### config.mk
export PLATFORM = sky130hd
export DESIGN_NAME = u2_ctrl_top
export DESIGN_NICKNAME = d
export VERILOG_FILES = /design/src/core_pkg.sv /design/src/ctrl_pkg.sv /design/src/bus_decode.sv /design/src/bus_port.sv /design/src/irq_ctrl.sv /design/src/settings_bank.sv /design/src/u2_ctrl_top.sv
export SDC_FILE = /design/constraint.sdc
export NUM_CORES = 1
export LEC_CHECK = 0
export BUFFER_PORTS_ARGS = -buffer_cell sky130_fd_sc_hd__buf_2
export CORE_MARGIN = 3
export CORE_UTILIZATION = 25
export CTS_BUF_LIST = sky130_fd_sc_hd__clkbuf_8
export DETAILED_ROUTE_END_ITERATION = 12
export GPL_ROUTABILITY_DRIVEN = 0
export GPL_TIMING_DRIVEN = 0
export PLACE_DENSITY = 0.39
export SKIP_CTS_REPAIR_TIMING = 1
export SYNTH_ARGS = -nofsm -noshare
export SYNTH_HDL_FRONTEND = slang
export SYNTH_SLANG_ARGS = --single-unit
### constraint.sdc
create_clock -name dsp_clk -period 4.3 [get_ports dsp_clk]
set_input_delay 0.86 -clock dsp_clk [delete_from_list [all_inputs] [get_ports dsp_clk]]
set_output_delay 0.86 -clock dsp_clk [all_outputs]
set_load 0.03 [all_outputs]
### src/core_pkg.sv
////////////////////////////////////////
// Internal bus widths, types and region map
// shared by the port, the decoder and the slaves
////////////////////////////////////////
`default_nettype none

package core_pkg;

   localparam int ADDR_W = 16;
   localparam int DATA_W = 32;
   localparam int OFS_W  = 6;

   // Slave regions are 256 bytes each
   localparam int REGION_LSB = 8;

   typedef logic [ADDR_W-1:0] bus_addr_t;
   typedef logic [DATA_W-1:0] bus_data_t;
   typedef logic [OFS_W-1:0]  word_ofs_t;

   localparam bus_addr_t SETTINGS_BASE = 16'h0000;
   localparam bus_addr_t IRQ_BASE      = 16'h0100;

   // Decoded bus targets
   typedef enum logic [1:0] {SLV_SETTINGS, SLV_IRQ, SLV_NONE} slave_e;

   // Host port handshake states
   typedef enum logic [1:0] {PS_IDLE, PS_ISSUE, PS_WAIT, PS_HOLD} port_state_e;

endpackage

`default_nettype wire

### src/ctrl_pkg.sv
////////////////////////////////////////
// Register map and field types of the
// settings bank and the interrupt controller
////////////////////////////////////////
`default_nettype none

package ctrl_pkg;

   // Field widths
   localparam int CLOCK_W  = 5;
   localparam int SERDES_W = 4;
   localparam int ADC_W    = 4;
   localparam int LED_W    = 8;
   localparam int CLKDIV_W = 4;

   typedef logic [CLOCK_W-1:0]  clock_ctl_t;
   typedef logic [SERDES_W-1:0] serdes_ctl_t;
   typedef logic [ADC_W-1:0]    adc_ctl_t;
   typedef logic [LED_W-1:0]    led_t;
   typedef logic [CLKDIV_W-1:0] clkdiv_t;

   ////////////////////////////////////////
   // Settings word offsets
   localparam core_pkg::word_ofs_t SR_CLOCK   = 6'd0;
   localparam core_pkg::word_ofs_t SR_SERDES  = 6'd1;
   localparam core_pkg::word_ofs_t SR_ADC     = 6'd2;
   localparam core_pkg::word_ofs_t SR_LED_SW  = 6'd3;
   localparam core_pkg::word_ofs_t SR_PHY     = 6'd4;
   localparam core_pkg::word_ofs_t SR_LED_SRC = 6'd8;
   localparam core_pkg::word_ofs_t SR_STATUS  = 6'd9;

   // Status word bit positions with the divider in the low bits
   localparam int ST_SIM_MODE   = 31;
   localparam int ST_CLK_STATUS = 5;
   localparam int ST_LINK_UP    = 4;

   // Hardware LED sources
   localparam int LED_HW_LINK = 0;
   localparam int LED_HW_CLK  = 1;

   ////////////////////////////////////////
   // Interrupt controller word offsets
   localparam core_pkg::word_ofs_t IRQ_PENDING = 6'd0;
   localparam core_pkg::word_ofs_t IRQ_MASK    = 6'd1;

endpackage

`default_nettype wire

### src/bus_decode.sv
////////////////////////////////////////
// Address decoder of the internal bus. Strobes
// one slave and returns its read data a cycle later
////////////////////////////////////////
`default_nettype none
`timescale 1ns/1ns

module bus_decode (
   input  wire                      dsp_clk,
   input  wire                      reset_i,
   input  wire                      bus_stb_i,
   input  wire core_pkg::bus_addr_t bus_addr_i,
   input  wire core_pkg::bus_data_t set_rdata_i,
   input  wire core_pkg::bus_data_t irq_rdata_i,
   output logic                     set_stb_o,
   output logic                     irq_stb_o,
   output core_pkg::word_ofs_t      ofs_o,
   output logic                     bus_done_o,
   output logic                     bus_err_o,
   output core_pkg::bus_data_t      bus_rdata_o
);

   localparam int PAGE_LSB = core_pkg::REGION_LSB;
   localparam int PAGE_MSB = core_pkg::ADDR_W - 1;

   logic [PAGE_MSB-PAGE_LSB:0] page;
   core_pkg::slave_e           target;
   core_pkg::slave_e           target_q;

   assign page  = bus_addr_i[PAGE_MSB:PAGE_LSB];
   assign ofs_o = bus_addr_i[PAGE_LSB-1:2];

   always_comb begin
      if (page == core_pkg::SETTINGS_BASE[PAGE_MSB:PAGE_LSB]) begin
         target = core_pkg::SLV_SETTINGS;
      end else if (page == core_pkg::IRQ_BASE[PAGE_MSB:PAGE_LSB]) begin
         target = core_pkg::SLV_IRQ;
      end else begin
         target = core_pkg::SLV_NONE;
      end
   end

   assign set_stb_o = bus_stb_i && (target == core_pkg::SLV_SETTINGS);
   assign irq_stb_o = bus_stb_i && (target == core_pkg::SLV_IRQ);

   // Remember who was addressed for the data phase
   always_ff @(posedge dsp_clk) begin
      if (reset_i) begin
         bus_done_o <= 1'b0;
         target_q   <= core_pkg::SLV_NONE;
      end else begin
         bus_done_o <= bus_stb_i;
         if (bus_stb_i) begin
            target_q <= target;
         end
      end
   end

   always_comb begin
      case (target_q)
         core_pkg::SLV_SETTINGS: bus_rdata_o = set_rdata_i;
         core_pkg::SLV_IRQ:      bus_rdata_o = irq_rdata_i;
         default:                bus_rdata_o = '0;
      endcase
   end

   assign bus_err_o = bus_done_o && (target_q == core_pkg::SLV_NONE);

   a_one_slave: assert property (@(posedge dsp_clk) disable iff (reset_i)
      !(set_stb_o && irq_stb_o));

endmodule

`default_nettype wire

### src/bus_port.sv
////////////////////////////////////////
// Host port. Converts a four-phase req/ack
// transaction into one internal bus strobe
////////////////////////////////////////
`default_nettype none
`timescale 1ns/1ns

module bus_port (
   input  wire                      dsp_clk,
   input  wire                      reset_i,
   // Host side
   input  wire                      req_i,
   input  wire                      we_i,
   input  wire core_pkg::bus_addr_t addr_i,
   input  wire core_pkg::bus_data_t wdata_i,
   output logic                     ack_o,
   output logic                     err_o,
   output core_pkg::bus_data_t      rdata_o,
   // Internal bus side
   input  wire                      bus_done_i,
   input  wire                      bus_err_i,
   input  wire core_pkg::bus_data_t bus_rdata_i,
   output logic                     bus_stb_o,
   output logic                     bus_we_o,
   output core_pkg::bus_addr_t      bus_addr_o,
   output core_pkg::bus_data_t      bus_wdata_o
);

   core_pkg::port_state_e state;

   ////////////////////////////////////////
   // Handshake FSM
   always_ff @(posedge dsp_clk) begin
      if (reset_i) begin
         state     <= core_pkg::PS_IDLE;
         bus_stb_o <= 1'b0;
         ack_o     <= 1'b0;
         err_o     <= 1'b0;
      end else begin
         bus_stb_o <= 1'b0;
         case (state)
            core_pkg::PS_IDLE: begin
               if (req_i) begin
                  state <= core_pkg::PS_ISSUE;
               end
            end
            core_pkg::PS_ISSUE: begin
               // Launch the strobe with the latched request
               bus_stb_o <= 1'b1;
               state     <= core_pkg::PS_WAIT;
            end
            core_pkg::PS_WAIT: begin
               if (bus_done_i) begin
                  ack_o <= 1'b1;
                  err_o <= bus_err_i;
                  state <= core_pkg::PS_HOLD;
               end
            end
            core_pkg::PS_HOLD: begin
               // Host holds req high as long as it likes
               if (!req_i) begin
                  ack_o <= 1'b0;
                  err_o <= 1'b0;
                  state <= core_pkg::PS_IDLE;
               end
            end
            default: state <= core_pkg::PS_IDLE;
         endcase
      end
   end

   // Request capture and read data return
   always_ff @(posedge dsp_clk) begin
      if (state == core_pkg::PS_IDLE && req_i) begin
         bus_we_o    <= we_i;
         bus_addr_o  <= addr_i;
         bus_wdata_o <= wdata_i;
      end
      if (state == core_pkg::PS_WAIT && bus_done_i) begin
         rdata_o <= bus_rdata_i;
      end
   end

   a_no_ack_in_idle: assert property (@(posedge dsp_clk) disable iff (reset_i)
      state == core_pkg::PS_IDLE |-> !ack_o);

   a_single_strobe: assert property (@(posedge dsp_clk) disable iff (reset_i)
      bus_stb_o |=> !bus_stb_o);

endmodule

`default_nettype wire

### src/irq_ctrl.sv
////////////////////////////////////////
// Edge triggered interrupt controller with
// write-one-to-clear pending and a mask word
////////////////////////////////////////
`default_nettype none
`timescale 1ns/1ns

module irq_ctrl #(
   parameter int NUM_IRQ = 16
) (
   input  wire                      dsp_clk,
   input  wire                      reset_i,
   input  wire                      stb_i,
   input  wire                      we_i,
   input  wire core_pkg::word_ofs_t ofs_i,
   input  wire core_pkg::bus_data_t wdata_i,
   input  wire [NUM_IRQ-1:0]        irq_src_i,
   output core_pkg::bus_data_t      rdata_o,
   output logic                     int_o
);

   logic [NUM_IRQ-1:0] src_q;
   logic [NUM_IRQ-1:0] src_d;
   logic [NUM_IRQ-1:0] rise;
   logic [NUM_IRQ-1:0] clr;
   logic [NUM_IRQ-1:0] pend_q;
   logic [NUM_IRQ-1:0] mask_q;

   // A rise is a new high sample over an old low one
   assign rise = src_q & ~src_d;
   assign clr  = (stb_i && we_i && ofs_i == ctrl_pkg::IRQ_PENDING) ?
                 wdata_i[NUM_IRQ-1:0] : '0;

   always_ff @(posedge dsp_clk) begin
      if (reset_i) begin
         src_q  <= '0;
         src_d  <= '0;
         pend_q <= '0;
         mask_q <= '0;
      end else begin
         src_q  <= irq_src_i;
         src_d  <= src_q;
         // New edges win over a clear in the same cycle
         pend_q <= (pend_q & ~clr) | rise;
         if (stb_i && we_i && ofs_i == ctrl_pkg::IRQ_MASK) begin
            mask_q <= wdata_i[NUM_IRQ-1:0];
         end
      end
   end

   always_ff @(posedge dsp_clk) begin
      if (stb_i) begin
         case (ofs_i)
            ctrl_pkg::IRQ_PENDING: rdata_o <= core_pkg::bus_data_t'(pend_q);
            ctrl_pkg::IRQ_MASK:    rdata_o <= core_pkg::bus_data_t'(mask_q);
            default:               rdata_o <= '0;
         endcase
      end
   end

   assign int_o = |(pend_q & mask_q);

   ////////////////////////////////////////
   // A pending bit only rises after a source edge
   for (genvar i = 0; i < NUM_IRQ; i++) begin : g_pend_chk
      a_pend_from_edge: assert property (@(posedge dsp_clk) disable iff (reset_i)
         $rose(pend_q[i]) |-> $past(irq_src_i[i], 2) && !$past(irq_src_i[i], 3));
   end

endmodule

`default_nettype wire

### src/settings_bank.sv
////////////////////////////////////////
// Settings registers with their control pins,
// LED source select and the read-only status word
////////////////////////////////////////
`default_nettype none
`timescale 1ns/1ns

module settings_bank (
   input  wire                        dsp_clk,
   input  wire                        reset_i,
   input  wire                        stb_i,
   input  wire                        we_i,
   input  wire core_pkg::word_ofs_t   ofs_i,
   input  wire core_pkg::bus_data_t   wdata_i,
   input  wire                        clk_status_i,
   input  wire                        serdes_link_up_i,
   input  wire                        sim_mode_i,
   input  wire ctrl_pkg::clkdiv_t     clock_divider_i,
   output core_pkg::bus_data_t        rdata_o,
   output ctrl_pkg::clock_ctl_t       clock_ctl_o,
   output ctrl_pkg::serdes_ctl_t      serdes_ctl_o,
   output ctrl_pkg::adc_ctl_t         adc_ctl_o,
   output logic                       phy_reset_o,
   output ctrl_pkg::led_t             leds_o
);

   ctrl_pkg::led_t      led_sw;
   ctrl_pkg::led_t      led_src;
   ctrl_pkg::led_t      led_hw;
   core_pkg::bus_data_t status;

   ////////////////////////////////////////
   // Register writes
   always_ff @(posedge dsp_clk) begin
      if (reset_i) begin
         clock_ctl_o  <= '0;
         serdes_ctl_o <= '0;
         adc_ctl_o    <= '0;
         phy_reset_o  <= 1'b0;
         led_sw       <= '0;
         led_src      <= '0;
      end else if (stb_i && we_i) begin
         case (ofs_i)
            ctrl_pkg::SR_CLOCK:   clock_ctl_o  <= wdata_i[ctrl_pkg::CLOCK_W-1:0];
            ctrl_pkg::SR_SERDES:  serdes_ctl_o <= wdata_i[ctrl_pkg::SERDES_W-1:0];
            ctrl_pkg::SR_ADC:     adc_ctl_o    <= wdata_i[ctrl_pkg::ADC_W-1:0];
            ctrl_pkg::SR_LED_SW:  led_sw       <= wdata_i[ctrl_pkg::LED_W-1:0];
            ctrl_pkg::SR_PHY:     phy_reset_o  <= wdata_i[0];
            ctrl_pkg::SR_LED_SRC: led_src      <= wdata_i[ctrl_pkg::LED_W-1:0];
            // Status and unused offsets ignore writes
            default: ;
         endcase
      end
   end

   // Status word
   always_comb begin
      status = '0;
      status[ctrl_pkg::ST_SIM_MODE]   = sim_mode_i;
      status[ctrl_pkg::ST_CLK_STATUS] = clk_status_i;
      status[ctrl_pkg::ST_LINK_UP]    = serdes_link_up_i;
      status[ctrl_pkg::CLKDIV_W-1:0]  = clock_divider_i;
   end

   // Read data registered on the strobe
   always_ff @(posedge dsp_clk) begin
      if (stb_i) begin
         case (ofs_i)
            ctrl_pkg::SR_CLOCK:   rdata_o <= core_pkg::bus_data_t'(clock_ctl_o);
            ctrl_pkg::SR_SERDES:  rdata_o <= core_pkg::bus_data_t'(serdes_ctl_o);
            ctrl_pkg::SR_ADC:     rdata_o <= core_pkg::bus_data_t'(adc_ctl_o);
            ctrl_pkg::SR_LED_SW:  rdata_o <= core_pkg::bus_data_t'(led_sw);
            ctrl_pkg::SR_PHY:     rdata_o <= core_pkg::bus_data_t'(phy_reset_o);
            ctrl_pkg::SR_LED_SRC: rdata_o <= core_pkg::bus_data_t'(led_src);
            ctrl_pkg::SR_STATUS:  rdata_o <= status;
            default:              rdata_o <= '0;
         endcase
      end
   end

   ////////////////////////////////////////
   // LEDs where a source bit of 1 selects hardware
   always_comb begin
      led_hw = '0;
      led_hw[ctrl_pkg::LED_HW_LINK] = serdes_link_up_i;
      led_hw[ctrl_pkg::LED_HW_CLK]  = clk_status_i;
   end

   assign leds_o = (led_src & led_hw) | (~led_src & led_sw);

endmodule

`default_nettype wire

### src/u2_ctrl_top.sv
////////////////////////////////////////
// Control plane top. Host port, decoder,
// settings bank and interrupt controller
////////////////////////////////////////
`default_nettype none
`timescale 1ns/1ns

module u2_ctrl_top #(
   parameter int NUM_IRQ = 16
) (
   input  wire                       dsp_clk,
   input  wire                       reset_i,
   // Host port
   input  wire                       req_i,
   input  wire                       we_i,
   input  wire core_pkg::bus_addr_t  addr_i,
   input  wire core_pkg::bus_data_t  wdata_i,
   output logic                      ack_o,
   output logic                      err_o,
   output core_pkg::bus_data_t       rdata_o,
   // Board status
   input  wire                       clk_status_i,
   input  wire                       serdes_link_up_i,
   input  wire                       sim_mode_i,
   input  wire ctrl_pkg::clkdiv_t    clock_divider_i,
   input  wire [NUM_IRQ-1:0]         irq_src_i,
   // Control pins
   output ctrl_pkg::clock_ctl_t      clock_ctl_o,
   output ctrl_pkg::serdes_ctl_t     serdes_ctl_o,
   output ctrl_pkg::adc_ctl_t        adc_ctl_o,
   output logic                      phy_reset_o,
   output ctrl_pkg::led_t            leds_o,
   output logic                      int_o
);

   logic                bus_stb;
   logic                bus_we;
   core_pkg::bus_addr_t bus_addr;
   core_pkg::bus_data_t bus_wdata;
   logic                bus_done;
   logic                bus_err;
   core_pkg::bus_data_t bus_rdata;
   logic                set_stb;
   logic                irq_stb;
   core_pkg::word_ofs_t ofs;
   core_pkg::bus_data_t set_rdata;
   core_pkg::bus_data_t irq_rdata;

   bus_port u_port (
      .dsp_clk(dsp_clk), .reset_i(reset_i),
      .req_i(req_i), .we_i(we_i), .addr_i(addr_i), .wdata_i(wdata_i),
      .ack_o(ack_o), .err_o(err_o), .rdata_o(rdata_o),
      .bus_done_i(bus_done), .bus_err_i(bus_err), .bus_rdata_i(bus_rdata),
      .bus_stb_o(bus_stb), .bus_we_o(bus_we), .bus_addr_o(bus_addr),
      .bus_wdata_o(bus_wdata)
   );

   bus_decode u_decode (
      .dsp_clk(dsp_clk), .reset_i(reset_i),
      .bus_stb_i(bus_stb), .bus_addr_i(bus_addr),
      .set_rdata_i(set_rdata), .irq_rdata_i(irq_rdata),
      .set_stb_o(set_stb), .irq_stb_o(irq_stb), .ofs_o(ofs),
      .bus_done_o(bus_done), .bus_err_o(bus_err), .bus_rdata_o(bus_rdata)
   );

   settings_bank u_settings (
      .dsp_clk(dsp_clk), .reset_i(reset_i),
      .stb_i(set_stb), .we_i(bus_we), .ofs_i(ofs), .wdata_i(bus_wdata),
      .clk_status_i(clk_status_i), .serdes_link_up_i(serdes_link_up_i),
      .sim_mode_i(sim_mode_i), .clock_divider_i(clock_divider_i),
      .rdata_o(set_rdata), .clock_ctl_o(clock_ctl_o), .serdes_ctl_o(serdes_ctl_o),
      .adc_ctl_o(adc_ctl_o), .phy_reset_o(phy_reset_o), .leds_o(leds_o)
   );

   irq_ctrl #(.NUM_IRQ(NUM_IRQ)) u_irq (
      .dsp_clk(dsp_clk), .reset_i(reset_i),
      .stb_i(irq_stb), .we_i(bus_we), .ofs_i(ofs), .wdata_i(bus_wdata),
      .irq_src_i(irq_src_i), .rdata_o(irq_rdata), .int_o(int_o)
   );

endmodule

`default_nettype wire

==> results.ini <==
[finish]
drive_above_1_share = 0.231
instances_no_fill = 1037
design_area_um2 = 8140
area_growth_syn_to_layout_pct = 19.4
nNetsFinal = 769
utilization = 0.308
diodes = 0

[worst_setup_path]
timing.rr.start = u_port.bus_stb_o$_SDFF_PP0_
startpoint = u_irq.pend_q[13]$_SDFF_PP0_
slowest_delay_ns = 0.35
critPathCaptureType = output pin
cp.required_ns = 3.44
cp_max_fo = 3
cp_slowest_cell = dfxtp_1
cp_top_family = compound AO/OA/AOI/OAI gates
worstPathArrival_ns = 1.78
crit_path_cell_trace = a22o_1, a221oi_1, nand4_1, buf_2
crit_buf_inv = 1
cp-start-kind = register
crit_type = register to output pin

[job]
drv_cap = 0

[timing]
relSlewSlack = 0.412
timing.hold.ws_ns = 0.469
min_period_over_period = 0.615
drv_slew = 0
worst_slack_ns = 1.66
tightestPinTransition_ns = 0.882
setup_viol = 0
hold_viol_final = 0
grt_setup_unrepaired = no
skew_ns = 0.0161
max_freq_ghz = 0.378
setup_tns_ns = 0
finalCriticalPeriod_ns = 2.64

[floorplanning]
die-area_um2 = 29300
core-area_um2 = 26400
die_y_um = 171
fp.dieW_um = 171
initial_utilization = 0.258
row_count = 59
io_pins = 132

[grt]
grt_util_all_layers = 0.121
grt_max_degree = 32
grt_pass1_wl_mm = 26.4
grt_pass1_vias = 4623
grt_antenna_before_repair = 0
overflow = 0

[routing]
drt-pass1-iter-count = 7
drt_iter0_drc = 262
num_vias = 4527
wl_per_cell_um = 16.8
ant_nets = 0
via_per_inst = 4.37
drt-total-wl_mm = 17.4
drc = 0

[clocking]
cts_tree = built
cts_made_buffers = 17
clk_pin_slew_ns = 0.09
clk_latency_ns = 0.46
clock_path_buffers = 2
cts-htree-levels = 4
numClockSinks = 175
cts-root-buf = clkbuf_8

[logic_synthesis]
netlist_area_um2 = 6810
synth-compound-area-share = 0.0804
synthAdderAreaFrac = 0.00918
synth_xor_area_frac = 0
synth_enable_flop_cells = 73
async_flop_share = 0
synthCells = 559
synth_seq_area_share = 0.621
ys_warn_count = 0
synth.distinct_cells = 40
ys_dominant_reg_cell = dfxtp_1
ys_ff_latch = 175
yosys.area_share.simple = 0.156
synth_mux_area_frac = 0.0918
avgSynthCellArea_um2 = 12.2
synth_top_family_by_area = simple AND/OR/NAND/NOR gates

[power_and_ir_drop]
ir_drop_mv = 0.176
clkPwrFrac = 0.317
internal-power_mw = 2.46
p_sw_mw = 0.945
power_frac_seq = 0.582
p_leak_nw = 3.47
pwr-share-comb = 0.101
switching_share = 0.278
p_per_area_nw_per_um2 = 418
p_total_mw = 3.40

[place]
dp_cells = 1005
post-place-ws_ns = 1.79
place_hpwl_mm = 13.0
postPlaceCellArea_um2 = 7770
portBuffers = 97

[worst_hold_path]
hold_start = u_irq.src_q[6]$_SDFF_PP0_
hp-class = register to register

[run_status]
outcome = finished, final reports clean

-- cell type report --
cell class | instances | area, um^2
Timing Repair Buffer | 97 | 485
Multi-Input combinational cell | 342 | 2360
Buffer | 37 | 205
Tap cell | 335 | 419
Clock buffer | 18 | 248
Clock inverter | 14 | 119
Sequential cell | 175 | 4230
Fill cell | 2732 | 18300
Inverter | 19 | 71.3
-- logic make-up (layout without fill, tap and decap cells) --
logic type               after synthesis  after routing
AND/OR/NAND/NOR                      177            177
flip-flops                           175            175
AO/OA/AOI/OAI                         83             83
multiplexers                          62             62
buffers and inverters                 56            185
adder cells (fa/ha/maj)                5              5
other                                  1             15
-- Yosys cell counts (3+ instances only) --
master	instances	area (um^2)
a21oi_1	23	115
nor4bb_1	4	40.0
clkbuf_1	16	60.1
edfxtp_1	73	2190
o21ai_0	21	105
buf_4	17	128
nor2_1	61	229
o211ai_1	3	22.5
and3_1	3	18.8
inv_1	19	71.3
nand2b_1	18	113
and2_1	11	68.8
a22oi_1	6	45.0
a22o_1	22	193
a221oi_1	5	43.8
nor4b_1	3	26.3
mux2i_1	58	581
dfxtp_1	102	2040
ha_1	5	62.6
nor2b_1	45	282
nand4_1	6	37.5
nand2_1	10	37.5
mux2_2	4	45.0
-- power groups by stage --
stage	clock network [mW]	registers [mW]	logic (mW)
after CTS	1.13	1.98	0.351
after detailed placement	0	2.02	0.354
final	1.08	1.98	0.345
after floorplan	0	1.98	0.233
after global placement	0	2.02	0.340
after global routing	1.19	2.00	0.390
-- path summary, 6_finish.rpt --
kind / to / cells after the start / slack [ns]
setup reg to reg: u_settings.rdata_o[5]$_DFFE_PP_ / 3 / 1.78
hold / removal: u_irq.src_d[6]$_SDFF_PP0_ / 1 / 0.47
setup / recovery: int_o / 4 / 1.66
hold reg to reg: u_irq.src_d[6]$_SDFF_PP0_ / 1 / 0.47
-- cells in the final DEF, fill, tap and decap left out, types with 3 or more instances in the layout --
cell type   instances
a21oi_1            23
a221oi_1            5
a22o_1             22
a22oi_1             6
and2_1             10
and3_1              3
buf_2              99
buf_4              17
clkbuf_1           16
clkbuf_8           18
clkinv_2            3
clkinv_4            3
clkinvlp_4          3
conb_1             15
dfxtp_1           102
edfxtp_1           73
ha_1                5
inv_1              21
mux2_2              4
mux2i_1            58
nand2_1            10
nand2b_1           18
nand4_1             6
nor2_1             61
nor2b_1            45
nor4b_1             3
nor4bb_1            4
o211ai_1            3
o21ai_0            21
-- registers in the layout, indices dropped and copies added (netlist names), 2 cells and up --
name                     flops
u_port.bus_addr_o           14
u_irq.mask_q                16
u_port.state                 2
u_port.rdata_o              17
u_settings.led_src           8
u_irq.src_d                 16
u_irq.rdata_o               16
u_irq.pend_q                16
u_settings.led_sw            8
u_settings.adc_ctl_o         4
u_settings.rdata_o           9
u_settings.clock_ctl_o       5
u_irq.src_q                 16
u_decode.target_q            2
u_settings.serdes_ctl_o      4
u_port.bus_wdata_o          16
-- routing by layer --
| metal | global-route usage | wire length, um |
|---|---|---|
| met5 | 0 | 0 |
| met4 | 0.0416 | 261 |
| met1 | 0.165 | 8210 |
| met3 | 0.0245 | 829 |
| met2 | 0.192 | 8120 |
Note: power is estimated with default switching activity, not from simulation.
